<file path="config.mk">
export PLATFORM = sky130hd
export DESIGN_NAME = dcache_ctrl
export DESIGN_NICKNAME = d
export VERILOG_FILES = /design/src/rtl/dcache_pkg.sv /design/src/rtl/dcache_ctrl.sv
export SDC_FILE = /design/constraint.sdc
export NUM_CORES = 1
export LEC_CHECK = 0
export BUFFER_PORTS_ARGS = -buffer_cell sky130_fd_sc_hd__buf_2
export CAP_MARGIN = 15
export CORE_AREA = 3 3 253 255
export CTS_CLUSTER_SIZE = 30
export DETAILED_ROUTE_END_ITERATION = 6
export DIE_AREA = 0 0 256 258
export PLACE_DENSITY = 0.43
export SYNTH_ARGS = -nofsm -noshare
export SYNTH_HDL_FRONTEND = slang
export SYNTH_SLANG_ARGS = --single-unit
</file>
<file path="constraint.sdc">
create_clock -name clk -period 7.8 [get_ports clk]
set_input_delay 1.17 -clock clk [delete_from_list [all_inputs] [get_ports clk]]
set_output_delay 1.17 -clock clk [all_outputs]
set_load 0.05 [all_outputs]
</file>
<file path="src/rtl/dcache_pkg.sv">
// cache widths, processor and memory channel structs, way update bus, controller states
package dcache_pkg;

  localparam int ADDR_W   = 32;
  localparam int DATA_W   = 64;
  localparam int STRB_W   = 8;
  localparam int OFFSET_W = 3;   // byte within the one-word line

  typedef struct packed {
    logic              we;
    logic [ADDR_W-1:0] addr;
    logic [DATA_W-1:0] wdata;
    logic [STRB_W-1:0] strb;
  } cpu_req_t;

  // write ack and read data share this channel
  typedef struct packed {
    logic [DATA_W-1:0] rdata;
    logic              we;
  } cpu_rsp_t;

  typedef struct packed {
    logic              we;
    logic [ADDR_W-1:0] addr;   // word aligned, full strobe implied
    logic [DATA_W-1:0] wdata;
  } mem_req_t;

  typedef struct packed {
    logic                       line_we;
    logic [STRB_W-1:0]          strb;
    logic [DATA_W-1:0]          data;
    logic                       tag_we;
    logic [ADDR_W-OFFSET_W-1:0] tag;   // right aligned, sized for the widest tag
    logic                       set_valid;
    logic                       set_dirty;
    logic                       clr_dirty;
  } way_wr_t;

  typedef enum logic [2:0] {
    ST_IDLE,
    ST_LOOKUP,
    ST_RESPOND,
    ST_WB_ADDR,
    ST_WB_RSP,
    ST_REFILL_REQ,
    ST_REFILL_WAIT
  } ctrl_state_e;

endpackage

</file>
<file path="src/rtl/dcache_ctrl.sv">
// cache controller FSM: hit select, round-robin victim, write-back, refill, response
`timescale 1ns/1ps

module dcache_ctrl #(
  parameter int  INDEX_WIDTH = 6,
  localparam int TAG_W       = dcache_pkg::ADDR_W - INDEX_WIDTH - dcache_pkg::OFFSET_W
) (
  input  logic                               clk,
  input  logic                               rst,
  input  logic                               req_valid_i,
  output logic                               req_ready_o,
  input  dcache_pkg::cpu_req_t               req_i,
  output logic                               rsp_valid_o,
  input  logic                               rsp_ready_i,
  output dcache_pkg::cpu_rsp_t               rsp_o,
  output logic                               mem_req_valid_o,
  input  logic                               mem_req_ready_i,
  output dcache_pkg::mem_req_t               mem_req_o,
  input  logic                               mem_rsp_valid_i,
  output logic                               mem_rsp_ready_o,
  input  logic [dcache_pkg::DATA_W-1:0]      mem_rsp_data_i,
  input  logic [1:0]                         hit_i,
  input  logic [1:0]                         dirty_i,
  input  logic [1:0][TAG_W-1:0]              tag_i,
  input  logic [1:0][dcache_pkg::DATA_W-1:0] data_i,
  output logic [INDEX_WIDTH-1:0]             index_o,
  output logic [TAG_W-1:0]                   tag_o,
  output dcache_pkg::way_wr_t                way_wr_o,
  output logic [1:0]                         way_sel_o
);

  dcache_pkg::ctrl_state_e state_q;
  dcache_pkg::cpu_req_t    req_q;
  logic                    way_q;      // hit way, or victim on a miss
  logic                    rr_q;
  logic                    hit;
  logic                    hit_way;
  logic                    first_rsp;
  logic                    mem_load;
  logic                    is_wb;

  assign index_o = req_q.addr[dcache_pkg::OFFSET_W +: INDEX_WIDTH];
  assign tag_o   = req_q.addr[dcache_pkg::ADDR_W-1 -: TAG_W];

  assign hit     = |hit_i;
  assign hit_way = hit_i[1];   // at most one way hits

  assign req_ready_o     = (state_q == dcache_pkg::ST_IDLE);
  assign mem_rsp_ready_o = (state_q == dcache_pkg::ST_WB_RSP) ||
                           (state_q == dcache_pkg::ST_REFILL_WAIT);

  // first respond cycle, before valid rises
  assign first_rsp = (state_q == dcache_pkg::ST_RESPOND) && !rsp_valid_o;
  assign is_wb     = (state_q == dcache_pkg::ST_WB_ADDR);
  assign mem_load  = !mem_req_valid_o && (is_wb || state_q == dcache_pkg::ST_REFILL_REQ);

  // free running victim pointer
  always_ff @(posedge clk) begin
    if (rst) begin
      rr_q <= 1'b0;
    end else begin
      rr_q <= ~rr_q;
    end
  end

  always_ff @(posedge clk) begin
    if (req_valid_i && req_ready_o) req_q <= req_i;
  end

  always_ff @(posedge clk) begin
    if (rst) begin
      state_q         <= dcache_pkg::ST_IDLE;
      rsp_valid_o     <= 1'b0;
      mem_req_valid_o <= 1'b0;
      way_q           <= 1'b0;
    end else begin
      case (state_q)
        dcache_pkg::ST_IDLE: begin
          if (req_valid_i) state_q <= dcache_pkg::ST_LOOKUP;
        end
        dcache_pkg::ST_LOOKUP: begin
          if (hit) begin
            way_q   <= hit_way;
            state_q <= dcache_pkg::ST_RESPOND;
          end else begin
            way_q   <= rr_q;
            state_q <= dirty_i[rr_q] ? dcache_pkg::ST_WB_ADDR : dcache_pkg::ST_REFILL_REQ;
          end
        end
        dcache_pkg::ST_RESPOND: begin
          if (!rsp_valid_o) begin
            rsp_valid_o <= 1'b1;
          end else if (rsp_ready_i) begin
            rsp_valid_o <= 1'b0;
            state_q     <= dcache_pkg::ST_IDLE;
          end
        end
        dcache_pkg::ST_WB_ADDR: begin
          if (!mem_req_valid_o) begin
            mem_req_valid_o <= 1'b1;
          end else if (mem_req_ready_i) begin
            mem_req_valid_o <= 1'b0;
            state_q         <= dcache_pkg::ST_WB_RSP;
          end
        end
        dcache_pkg::ST_WB_RSP: begin
          if (mem_rsp_valid_i) state_q <= dcache_pkg::ST_REFILL_REQ;   // ack only
        end
        dcache_pkg::ST_REFILL_REQ: begin
          if (!mem_req_valid_o) begin
            mem_req_valid_o <= 1'b1;
          end else if (mem_req_ready_i) begin
            mem_req_valid_o <= 1'b0;
            state_q         <= dcache_pkg::ST_REFILL_WAIT;
          end
        end
        dcache_pkg::ST_REFILL_WAIT: begin
          // back through lookup, the filled way now hits
          if (mem_rsp_valid_i) state_q <= dcache_pkg::ST_LOOKUP;
        end
        default: state_q <= dcache_pkg::ST_IDLE;
      endcase
    end
  end

  // held stable until the handshake
  always_ff @(posedge clk) begin
    if (first_rsp) begin
      rsp_o.rdata <= data_i[way_q];
      rsp_o.we    <= req_q.we;
    end
  end

  always_ff @(posedge clk) begin
    if (mem_load) begin
      mem_req_o.we    <= is_wb;
      mem_req_o.wdata <= data_i[way_q];   // victim word, ignored on refill
      if (is_wb) begin
        mem_req_o.addr <= {tag_i[way_q], index_o, {dcache_pkg::OFFSET_W{1'b0}}};
      end else begin
        mem_req_o.addr <= {tag_o, index_o, {dcache_pkg::OFFSET_W{1'b0}}};
      end
    end
  end

  always_comb begin
    way_wr_o  = '0;
    way_sel_o = '0;
    if (first_rsp && req_q.we) begin
      way_sel_o[way_q]   = 1'b1;
      way_wr_o.line_we   = 1'b1;
      way_wr_o.strb      = req_q.strb;
      way_wr_o.data      = req_q.wdata;
      way_wr_o.set_dirty = 1'b1;
    end else if (state_q == dcache_pkg::ST_REFILL_WAIT && mem_rsp_valid_i) begin
      way_sel_o[way_q]         = 1'b1;
      way_wr_o.line_we         = 1'b1;
      way_wr_o.strb            = '1;
      way_wr_o.data            = mem_rsp_data_i;
      way_wr_o.tag_we          = 1'b1;
      way_wr_o.tag[TAG_W-1:0]  = tag_o;
      way_wr_o.set_valid       = 1'b1;
      way_wr_o.clr_dirty       = 1'b1;
    end
  end

endmodule

</file>
# Word level (Yosys, flattened, before mapping)
# Cells that the tools add are included.
dict set report totals {
  reg_bits 274
  elab_cells 83
}
dict set report op_classes {
  mux 36
  n_eq_ne 15
  reduce_logical 14
  bitwise 1
  order_cmp 3
}
# cell n
set ops {}
lappend ops {{$mux 64} 2}
lappend ops {{$mux 74} 1}
lappend ops {{$mux 73} 1}
lappend ops {{$mux 24} 2}
lappend ops {{$mux 23} 2}
lappend ops {{$mux 3} 11}
lappend ops {{$mux 32} 1}
lappend ops {{$pmux 3 s7} 1}
lappend ops {{$ne 2x2->1 const B} 9}
lappend ops {{$mux 1} 12}
lappend ops {{$eq 3x3->1 const B} 3}
lappend ops {{$reduce_and 9->1} 1}
lappend ops {{$eq 3x2->1 const B} 2}
lappend ops {{$logic_and 1x1->1} 6}
lappend ops {{$lt 1x2->1 const B} 2}
lappend ops {{$mux 2} 2}
lappend ops {{$reduce_or 2->1} 2}
lappend ops {{$eq 3x1->1 const B} 1}
lappend ops {{$logic_not 3->1} 1}
lappend ops {{$logic_not 1->1} 2}
lappend ops {{$logic_or 1x1->1} 2}
lappend ops {{$demux 1 s1} 1}
lappend ops {{$ge 1x1->1 const B} 1}
lappend ops {{$not 1->1} 1}

# Longest topological paths before layout
# Gate-level depths: netlist of the first run.
dict set report depth {
  depth_word 6
  ltp_mapped 7
}

# Least setup slack after synthesis of the first run
# OpenSTA, ideal clock, no wires.
dict set report synth_timing {
  path_type {register to register}
  start {register rsp_valid_o}
  end {register rsp_o[0] (netlist bit), enable pin}
  t_arrival_ps 5066
  slack_ps 2166
  path_stages_with_launch 2
  required_time_ps 7232
  cell_sequence {dfxtp_1 nor3_1}
}
dict set report synth_between {
  elab_chain_len 2
}
# element line
set synth_rtl {}
lappend synth_rtl {{start: declaration} dcache_ctrl.sv:13} ;# output logic rsp_valid_o,
lappend synth_rtl {{start signal: assignment} dcache_ctrl.sv:73} ;# rsp_valid_o <= 1'b0;
lappend synth_rtl {{start signal: assignment} dcache_ctrl.sv:92} ;# rsp_valid_o <= 1'b1;
lappend synth_rtl {{start signal: assignment} dcache_ctrl.sv:94} ;# rsp_valid_o <= 1'b0;
lappend synth_rtl {{$logic_not 1->1} --}
lappend synth_rtl {{$logic_and 1x1->1} dcache_ctrl.sv:53} ;# assign first_rsp = (state_q == dcache_pkg::ST_RESPOND) && !rsp_valid_o;
lappend synth_rtl {{via first_rsp} dcache_ctrl.sv:38} ;# logic first_rsp;
lappend synth_rtl {{end: declaration} dcache_ctrl.sv:15} ;# output dcache_pkg::cpu_rsp_t rsp_o,
# The timed path passes the listed nets, and every way through them passes these cells.
# A chain may end at the register's enable or synchronous reset.

==> results.yml, run 1 <==
sta:
  timing.final.crit_share_pct: 53.94
  clock_skew_ns: 0.008016
  rsz0062_at_grt: "false"
  hold_violations: 0
  worstMarginPinSlew_ns: 0.9344
  setup_tns_ns: 0
  setup_violations: 0
  slew_headroom_pct: 37.71
  setup_slack_ns: 3.593
  min_period_ns: 4.207
  clock.fmax_mhz: 237.7
  maxSlewViolCount: 0
global_route:
  grt_start_max_net_pins: 81
  grt_use_met1_pct: 11.97
  grt.met3_usage_pct: 4.413
  antenna_found_initial: 8
  gr-total-overflow: 0
  met2_usage_pct: 20.42
  grt_pass1_vias: 8085
  grt_pass1_wl_um: 55800
  grt_use_total_pct: 11.31
  grt_busiest_layer: "met2"
setup_path:
  critPathArrivalTime_ns: 3.04
  r2r_cells: 3
  cp_max_fo: 80
  timing.rr.start: "state_q[0]"
  r2r_end: "tag_o[14]"
  cp-start-kind: "flop"
  required_ns: 6.63
  crit_type: "reg -> out"
  reg2reg_slack_ns: 5.22
  cp-end-kind: "output port"
floorplanning:
  die_h_um: 258
  die_area_mm2: 0.06605
  core-area_mm2: 0.06183
  row_count: 91
  start_util_pct: 17.53
  die_w_um: 256
  ioPinCount: 656
clock_tree:
  htree_levels: 1
  cts-root-buf: "clkbuf_16"
  cts.sinks: 268
  cts_made_buffers: 30
  cts-resized-gates: 0
  cts.path.max_buffers: 3
  cts_setup_buffers: 0
  cts_tree: "yes"
  hold_buffers: 0
  path_clk_slew_ns: 0.06
  clk_latency_ns: 0.56
routing:
  wl_per_cell_um: 19.00
  num_vias: 7709
  remaining_drc_errors: 0
  drt_iter0_drc: 231
  routed_wl_um: 39870
  drt_pre_antenna_iters: 4
  viasPerCell: 3.674
  ant_nets: 0
pwr:
  pwr-share-clk_pct: 26.9
  power_frac_seq_pct: 42.0
  p_leak_nw: 6.600
  swShare_pct: 37.54
  p_int_w: 0.003197
  comb_power_share_pct: 31.1
  vdd_drop_max_mv: 0.1542
  p_sw_w: 0.001922
  power_density_mw_per_mm2: 328.9
placed_design:
  dp_cells: 2042
  place_congestion: 0.8919
  port_buffers: 643
  placed_area_mm2: 0.01461
  dp_hpwl_um: 31600
  dp_slack_ns: 3.631
finish:
  design_area_mm2: 0.01556
  drive_above_1_share_pct: 61.83
  final_cells: 2098
  nets: 1590
  post-route-util_pct: 25.17
  area_growth_pct: 43.62
logic_synthesis:
  synth_top_area_share_pct: 72.32
  ys_types: 36
  syn_avg_cell_area_um2: 17.37
  ys_ff_latch: 268
  synth_top_area_cell: "edfxtp_1"
  syn-cell-area_mm2: 0.01084
  synthCells: 624
  synth-edff-count: 261
  ys.flop_type: "edfxtp_1"
  synth_seq_area_share_pct: 73.62
  synthArstFlopShare_pct: 0
  yosysWarnings: 0
  ys_top_cells_by_area: "edfxtp_1, mux2_2, a22o_1, buf_4, mux2i_1"
worst_hold_path:
  hold_path.class: "reg -> reg"
  hold_depth: 0
  min_to: "mem_req_o[71]"
  hp-start: "index_o[4]"
run_status:
  outcome: "complete, no violations"
run:
  cap_viol_max_count: 0
## final cells by class
class / instances / area, um^2
clock buffer: 36 / 794.5
multi-input combinational: 281 / 2282
clock inverter: 19 / 158.9
antenna: 1 / 2.502
inverter: 5 / 18.77
sequential: 268 / 7981
timing repair buffer: 651 / 3278
tap: 837 / 1047
fill: 6567 / 46260
## power by group through the flow
stage	Combinational, W	Clock (W)	Sequential (W)
floorplan	0.000835	0	0.00254
global placement	0.00162	0	0.00219
detailed placement	0.00162	0	0.00219
CTS	0.00162	0.00143	0.00216
global route	0.00169	0.00149	0.00218
finish	0.00159	0.00138	0.00215
## logic make-up (layout without fill, tap and decap cells)
group | Yosys count | in the layout | synth area share (%)
buffers and inverters | 83 | 711 | 5.831
AND/OR/NAND/NOR | 76 | 76 | 3.810
other | 1 | 10 | 0.03460
flip-flops | 268 | 268 | 73.62
AO/OA/AOI/OAI | 106 | 106 | 7.620
multiplexers | 89 | 89 | 9.006
XOR/XNOR | 1 | 1 | 0.08084
## critical path: stages, from the launching register on
cell and delay [ns]:
dfxtp_1 0.54, nor2b_2 0.23, and3_4 0.34, buf_4 0.73, a22o_1 0.23, buf_2 0.33
## worst max-delay path by stage
| stage | startpoint | end | slack, ns | cells past startpoint |
|---|---|---|---|---|
| floorplan | rsp_valid_o | rsp_o[0] | 2.17 | 1 |
| global placement | mem_rsp_valid_i | way_wr_o[75] | 3.66 | 5 |
| detailed placement | mem_rsp_valid_i | way_wr_o[75] | 3.63 | 5 |
| CTS | state_q[2] | way_wr_o[75] | 3.50 | 5 |
| global route | state_q[2] | way_wr_o[70] | 3.34 | 5 |
| finish | state_q[2] | way_wr_o[69] | 3.59 | 5 |
## registers in the layout, summed over array words and instances, names as in the netlist, 3 cells and up
register	flops
req_q	73
mem_req_o	94
state_q	3
index_o	6
rsp_o	65
tag_o	23
## metrics by stage
step | hold slack (ns) | total power (W)
floorplan | 0.4260 | 0.003374
global placement | 0.4285 | 0.003803
detailed placement | 0.4326 | 0.003814
CTS | 0.4478 | 0.005217
global route | 0.4659 | 0.005354
finish | 0.4440 | 0.005119
## per-layer routing
metal / vias up / wire length (um)
li1: 3589 / -
met1: 3597 / 14340
met2: 450 / 19980
met3: 63 / 4055
met4: 10 / 1440
met5: - / 51
## placed cells by master, fill, tap and decap left out, types with 24 or more instances in the layout
cell type,n
clkbuf_16,31
and2_1,24
o21ai_0,24
nand2_1,26
edfxtp_1,261
a22o_1,61
mux2i_1,24
mux2_2,64
buf_2,643
## synth_stat cells, drive strengths merged (2+ instances only)
cell type,number
edfxtp,261
mux2,65
a22o,64
buf,63
nand2,26
and2,25
mux2i,24
o21ai,24
clkbuf,15
a21o,8
dfxtp,7
nor2,7
inv,5
a21oi,4
nand3,4
nor3,4
a211oi,3
nand2b,3
nor2b,2
Note: power is estimated with default switching activity, not from simulation.
==> run 2, diff against run 1 <==
--- a/config.mk
+++ b/config.mk
@@ -5,12 +5,13 @@
 export SDC_FILE = /design/constraint.sdc
 export NUM_CORES = 1
 export LEC_CHECK = 0
+export ABC_AREA = 1
 export BUFFER_PORTS_ARGS = -buffer_cell sky130_fd_sc_hd__buf_2
 export CAP_MARGIN = 15
-export CORE_AREA = 3 3 253 255
+export CORE_AREA = 3 3 252 254
 export CTS_CLUSTER_SIZE = 30
 export DETAILED_ROUTE_END_ITERATION = 6
-export DIE_AREA = 0 0 256 258
+export DIE_AREA = 0 0 255 257
 export PLACE_DENSITY = 0.43
 export SYNTH_ARGS = -nofsm -noshare
 export SYNTH_HDL_FRONTEND = slang
==> constraint.sdc (replaced) <==
create_clock -name clk -period 4.4 [get_ports clk]
set_input_delay 0.66 -clock clk [delete_from_list [all_inputs] [get_ports clk]]
set_output_delay 0.66 -clock clk [all_outputs]
set_load 0.05 [all_outputs]
==> run 2 against run 1 <==
- die area down 0.78%
- first-iteration DRC count increased by 81%
- area after synthesis down 0.61%
- wire length grew 12%
- power grew 120%
- final cell count grew 8.3%
- count of clock-buffer cells in the layout grew 3
- register-to-register slack got worse by 2.9 ns
- critical path depth is 5 higher
- global-route usage is 1.3 points higher
- via count increased by 13%
- largest power group is now combinational cells
==> results.yml, run 2 <==
run_status:
  outcome: "complete, no violations"
routing:
  wl_per_cell_um: 19.65
  num_vias: 8736
  ant_nets: 0
  drt_iter0_drc: 418
  remaining_drc_errors: 0
  viasPerCell: 3.845
  drt_pre_antenna_iters: 4
  routed_wl_um: 44650
setup_path:
  required_ns: 3.74
  path_common_cell: "inv_2"
  cp_slowest_stage_delay_ns: 0.51
  cp-start-kind: "flop"
  reg2reg_slack_ns: 2.28
  cp_max_fo: 25
  r2r_cells: 4
  slowest_stage: "nor2_4"
  timing.rr.start: "state_q[2]"
  crit_chain: "inv_2 > nor3_2 > nand2_1 > nor2_4 > buf_12 > inv_2 > nand2_1 > inv_2 > nor2_1 > buf_2"
  cp-end-kind: "output port"
  crit_type: "reg -> out"
  critPathArrivalTime_ns: 2.75
  r2r_end: "tag_o[6]"
global_route:
  grt_pass1_wl_um: 59730
  gr-total-overflow: 0
  grt_use_total_pct: 12.62
  grt_start_max_net_pins: 95
  antenna_found_initial: 16
  grt_pass1_vias: 8591
sta:
  min_period_ns: 3.413
  worstMarginPinSlew_ns: 0.8658
  clock.fmax_mhz: 293.0
  slew_headroom_pct: 42.14
  setup_violations: 0
  clock_skew_ns: 0.01659
  maxSlewViolCount: 0
  hold_violations: 0
  rsz0062_at_grt: "false"
  timing.final.crit_share_pct: 77.56
  setup_tns_ns: 0
finish:
  mostFrequentLayoutCells: "buf_2, nand2_1, edfxtp_1, a22o_1, nor2_1"
  nets: 1806
  drive_above_1_share_pct: 48.58
  final_common_cell: "buf_2"
  top_register: "mem_req_o"
  area_growth_pct: 45.17
  reg.largest.list: "mem_req_o: 94 flops, req_q: 73 flops, rsp_o: 65 flops"
  largest_reg_flops: 94
  nFillCells: 6697
  final_cells: 2272
  design_area_mm2: 0.01564
placed_design:
  dp_hpwl_um: 35180
  port_buffers: 643
  place_congestion: 0.8152
  dp_cells: 2211
  placed_area_mm2: 0.01469
clock_tree:
  htree_levels: 1
  clk_latency_ns: 0.57
  hold_buffers: 0
  cts_made_buffers: 30
  cts-root-buf: "clkbuf_16"
  cts.path.max_buffers: 3
  cts_tree: "yes"
  cts-resized-gates: 0
  cts.sinks: 268
  path_clk_slew_ns: 0.06
  cts_setup_buffers: 0
logic_synthesis:
  synthArstFlopShare_pct: 0
  syn_avg_cell_area_um2: 12.91
  syn-cell-area_mm2: 0.01077
  yosysWarnings: 0
  ys.flop_type: "edfxtp_1"
  synth_top_area_cell: "edfxtp_1"
  synth-edff-count: 261
  ys_top_cells_by_area: "edfxtp_1, nand2_1, a22o_1, buf_4, nor2_1"
  synthTopCellsByCount: "nand2_1, edfxtp_1, a22o_1, nor2_1, buf_4"
  ys_types: 25
  yosysMostFrequentCell: "nand2_1"
  ys_ff_latch: 268
  synth_seq_area_share_pct: 74.07
  synthCells: 834
  synth_top_area_share_pct: 72.77
floorplanning:
  start_util_pct: 17.52
  row_count: 91
  die_w_um: 255
  die_area_mm2: 0.06554
  die_h_um: 257
  ioPinCount: 656
  core-area_mm2: 0.06148
worst_hold_path:
  hold_path.class: "in -> reg"
  min_to: "req_q[35]"
  hp-start: "req_i[35]"
  hold_depth: 1
pwr:
  vdd_drop_max_mv: 0.3820
  p_leak_nw: 7.143
  power_density_mw_per_mm2: 706.5
run:
  cap_viol_max_count: 0
run 2: changes by cell type after synthesis, sizes merged, moves of 4 or more:
cell	previous run	this run
and2	25	0
a21o	8	0
mux2i	24	0
buf	63	67
nand2	26	275
nor2	7	62
inv	5	39
o21ai	24	2
a31oi	0	24
mux2	65	0
run 2: cell families (layout without fill, tap and decap cells):
group	Yosys count	count (layout)	synth area share, %
other	1	15	0.03482
buffers and inverters	121	755	6.482
and+or+nand+nor	348	348	12.42
DFF	268	268	74.07
AOI/OAI and AO/OA	96	96	6.993
run 2: how the worst max path moves through the flow:
stage	from	to	slack [ns]	depth (start not counted)
3_5_place_dp	mem_rsp_valid_i	way_wr_o[76]	1.48	6
5_1_grt	state_q[1]	way_sel_o[0]	0.80	10
3_3_place_gp	mem_rsp_valid_i	way_wr_o[76]	1.49	6
4_1_cts	state_q[1]	way_sel_o[0]	0.94	10
2_1_floorplan	req_valid_i	index_o[0]	0.61	2
6_report	state_q[1]	way_sel_o[0]	0.99	10
run 2: area by class of cell:
type                       count  area (um^2)  area share [%]
multi-input combinational    453         2152           13.76
inverter                      39        148.9          0.9523
sequential                   268         7981           51.05
tap                          790        988.4           6.322
timing repair buffer         661         3416           21.85
clock inverter                16        127.6          0.8163
antenna                        6        15.01         0.09603
clock buffer                  39        805.8           5.154
run 2: per-layer routing:
layer	part of all wire (%)	GRT usage, %
met4	3.4	4.181
met1	37	14.02
met3	11	4.771
met2	48	22.10
met5	0.23	0
run 2: metrics by stage:
step / hold WS, ns / worst slack (ns) / total power (W) / util [%]
after global placement: 0.4315 / 1.486 / 0.008787 / 23.89
after CTS: 0.2098 / 0.9392 / 0.01127 / 25.41
after global routing: 0.2194 / 0.8035 / 0.01161 / 25.41
final: 0.2610 / 0.9874 / 0.01105 / 25.43
after floorplan: 0.4264 / 0.6058 / 0.007371 / -
after detailed placement: 0.4348 / 1.480 / 0.008807 / 23.89
run 2: worst max-delay path, delay by kind of cell, from the launching register on:
family / cells / cell delay (ns)
and+or+nand+nor: 5 / 0.98
buffers and inverters: 5 / 0.75
DFF: 1 / 0.43
run 2: power by group:
part | total [W] | internal (W) | switching [W]
Clock | 0.00240 | 0.00140 | 0.00100
Combinational | 0.00456 | 0.000867 | 0.00369
Sequential | 0.00409 | 0.00383 | 0.000266
Total | 0.0110 | 0.00609 | 0.00496
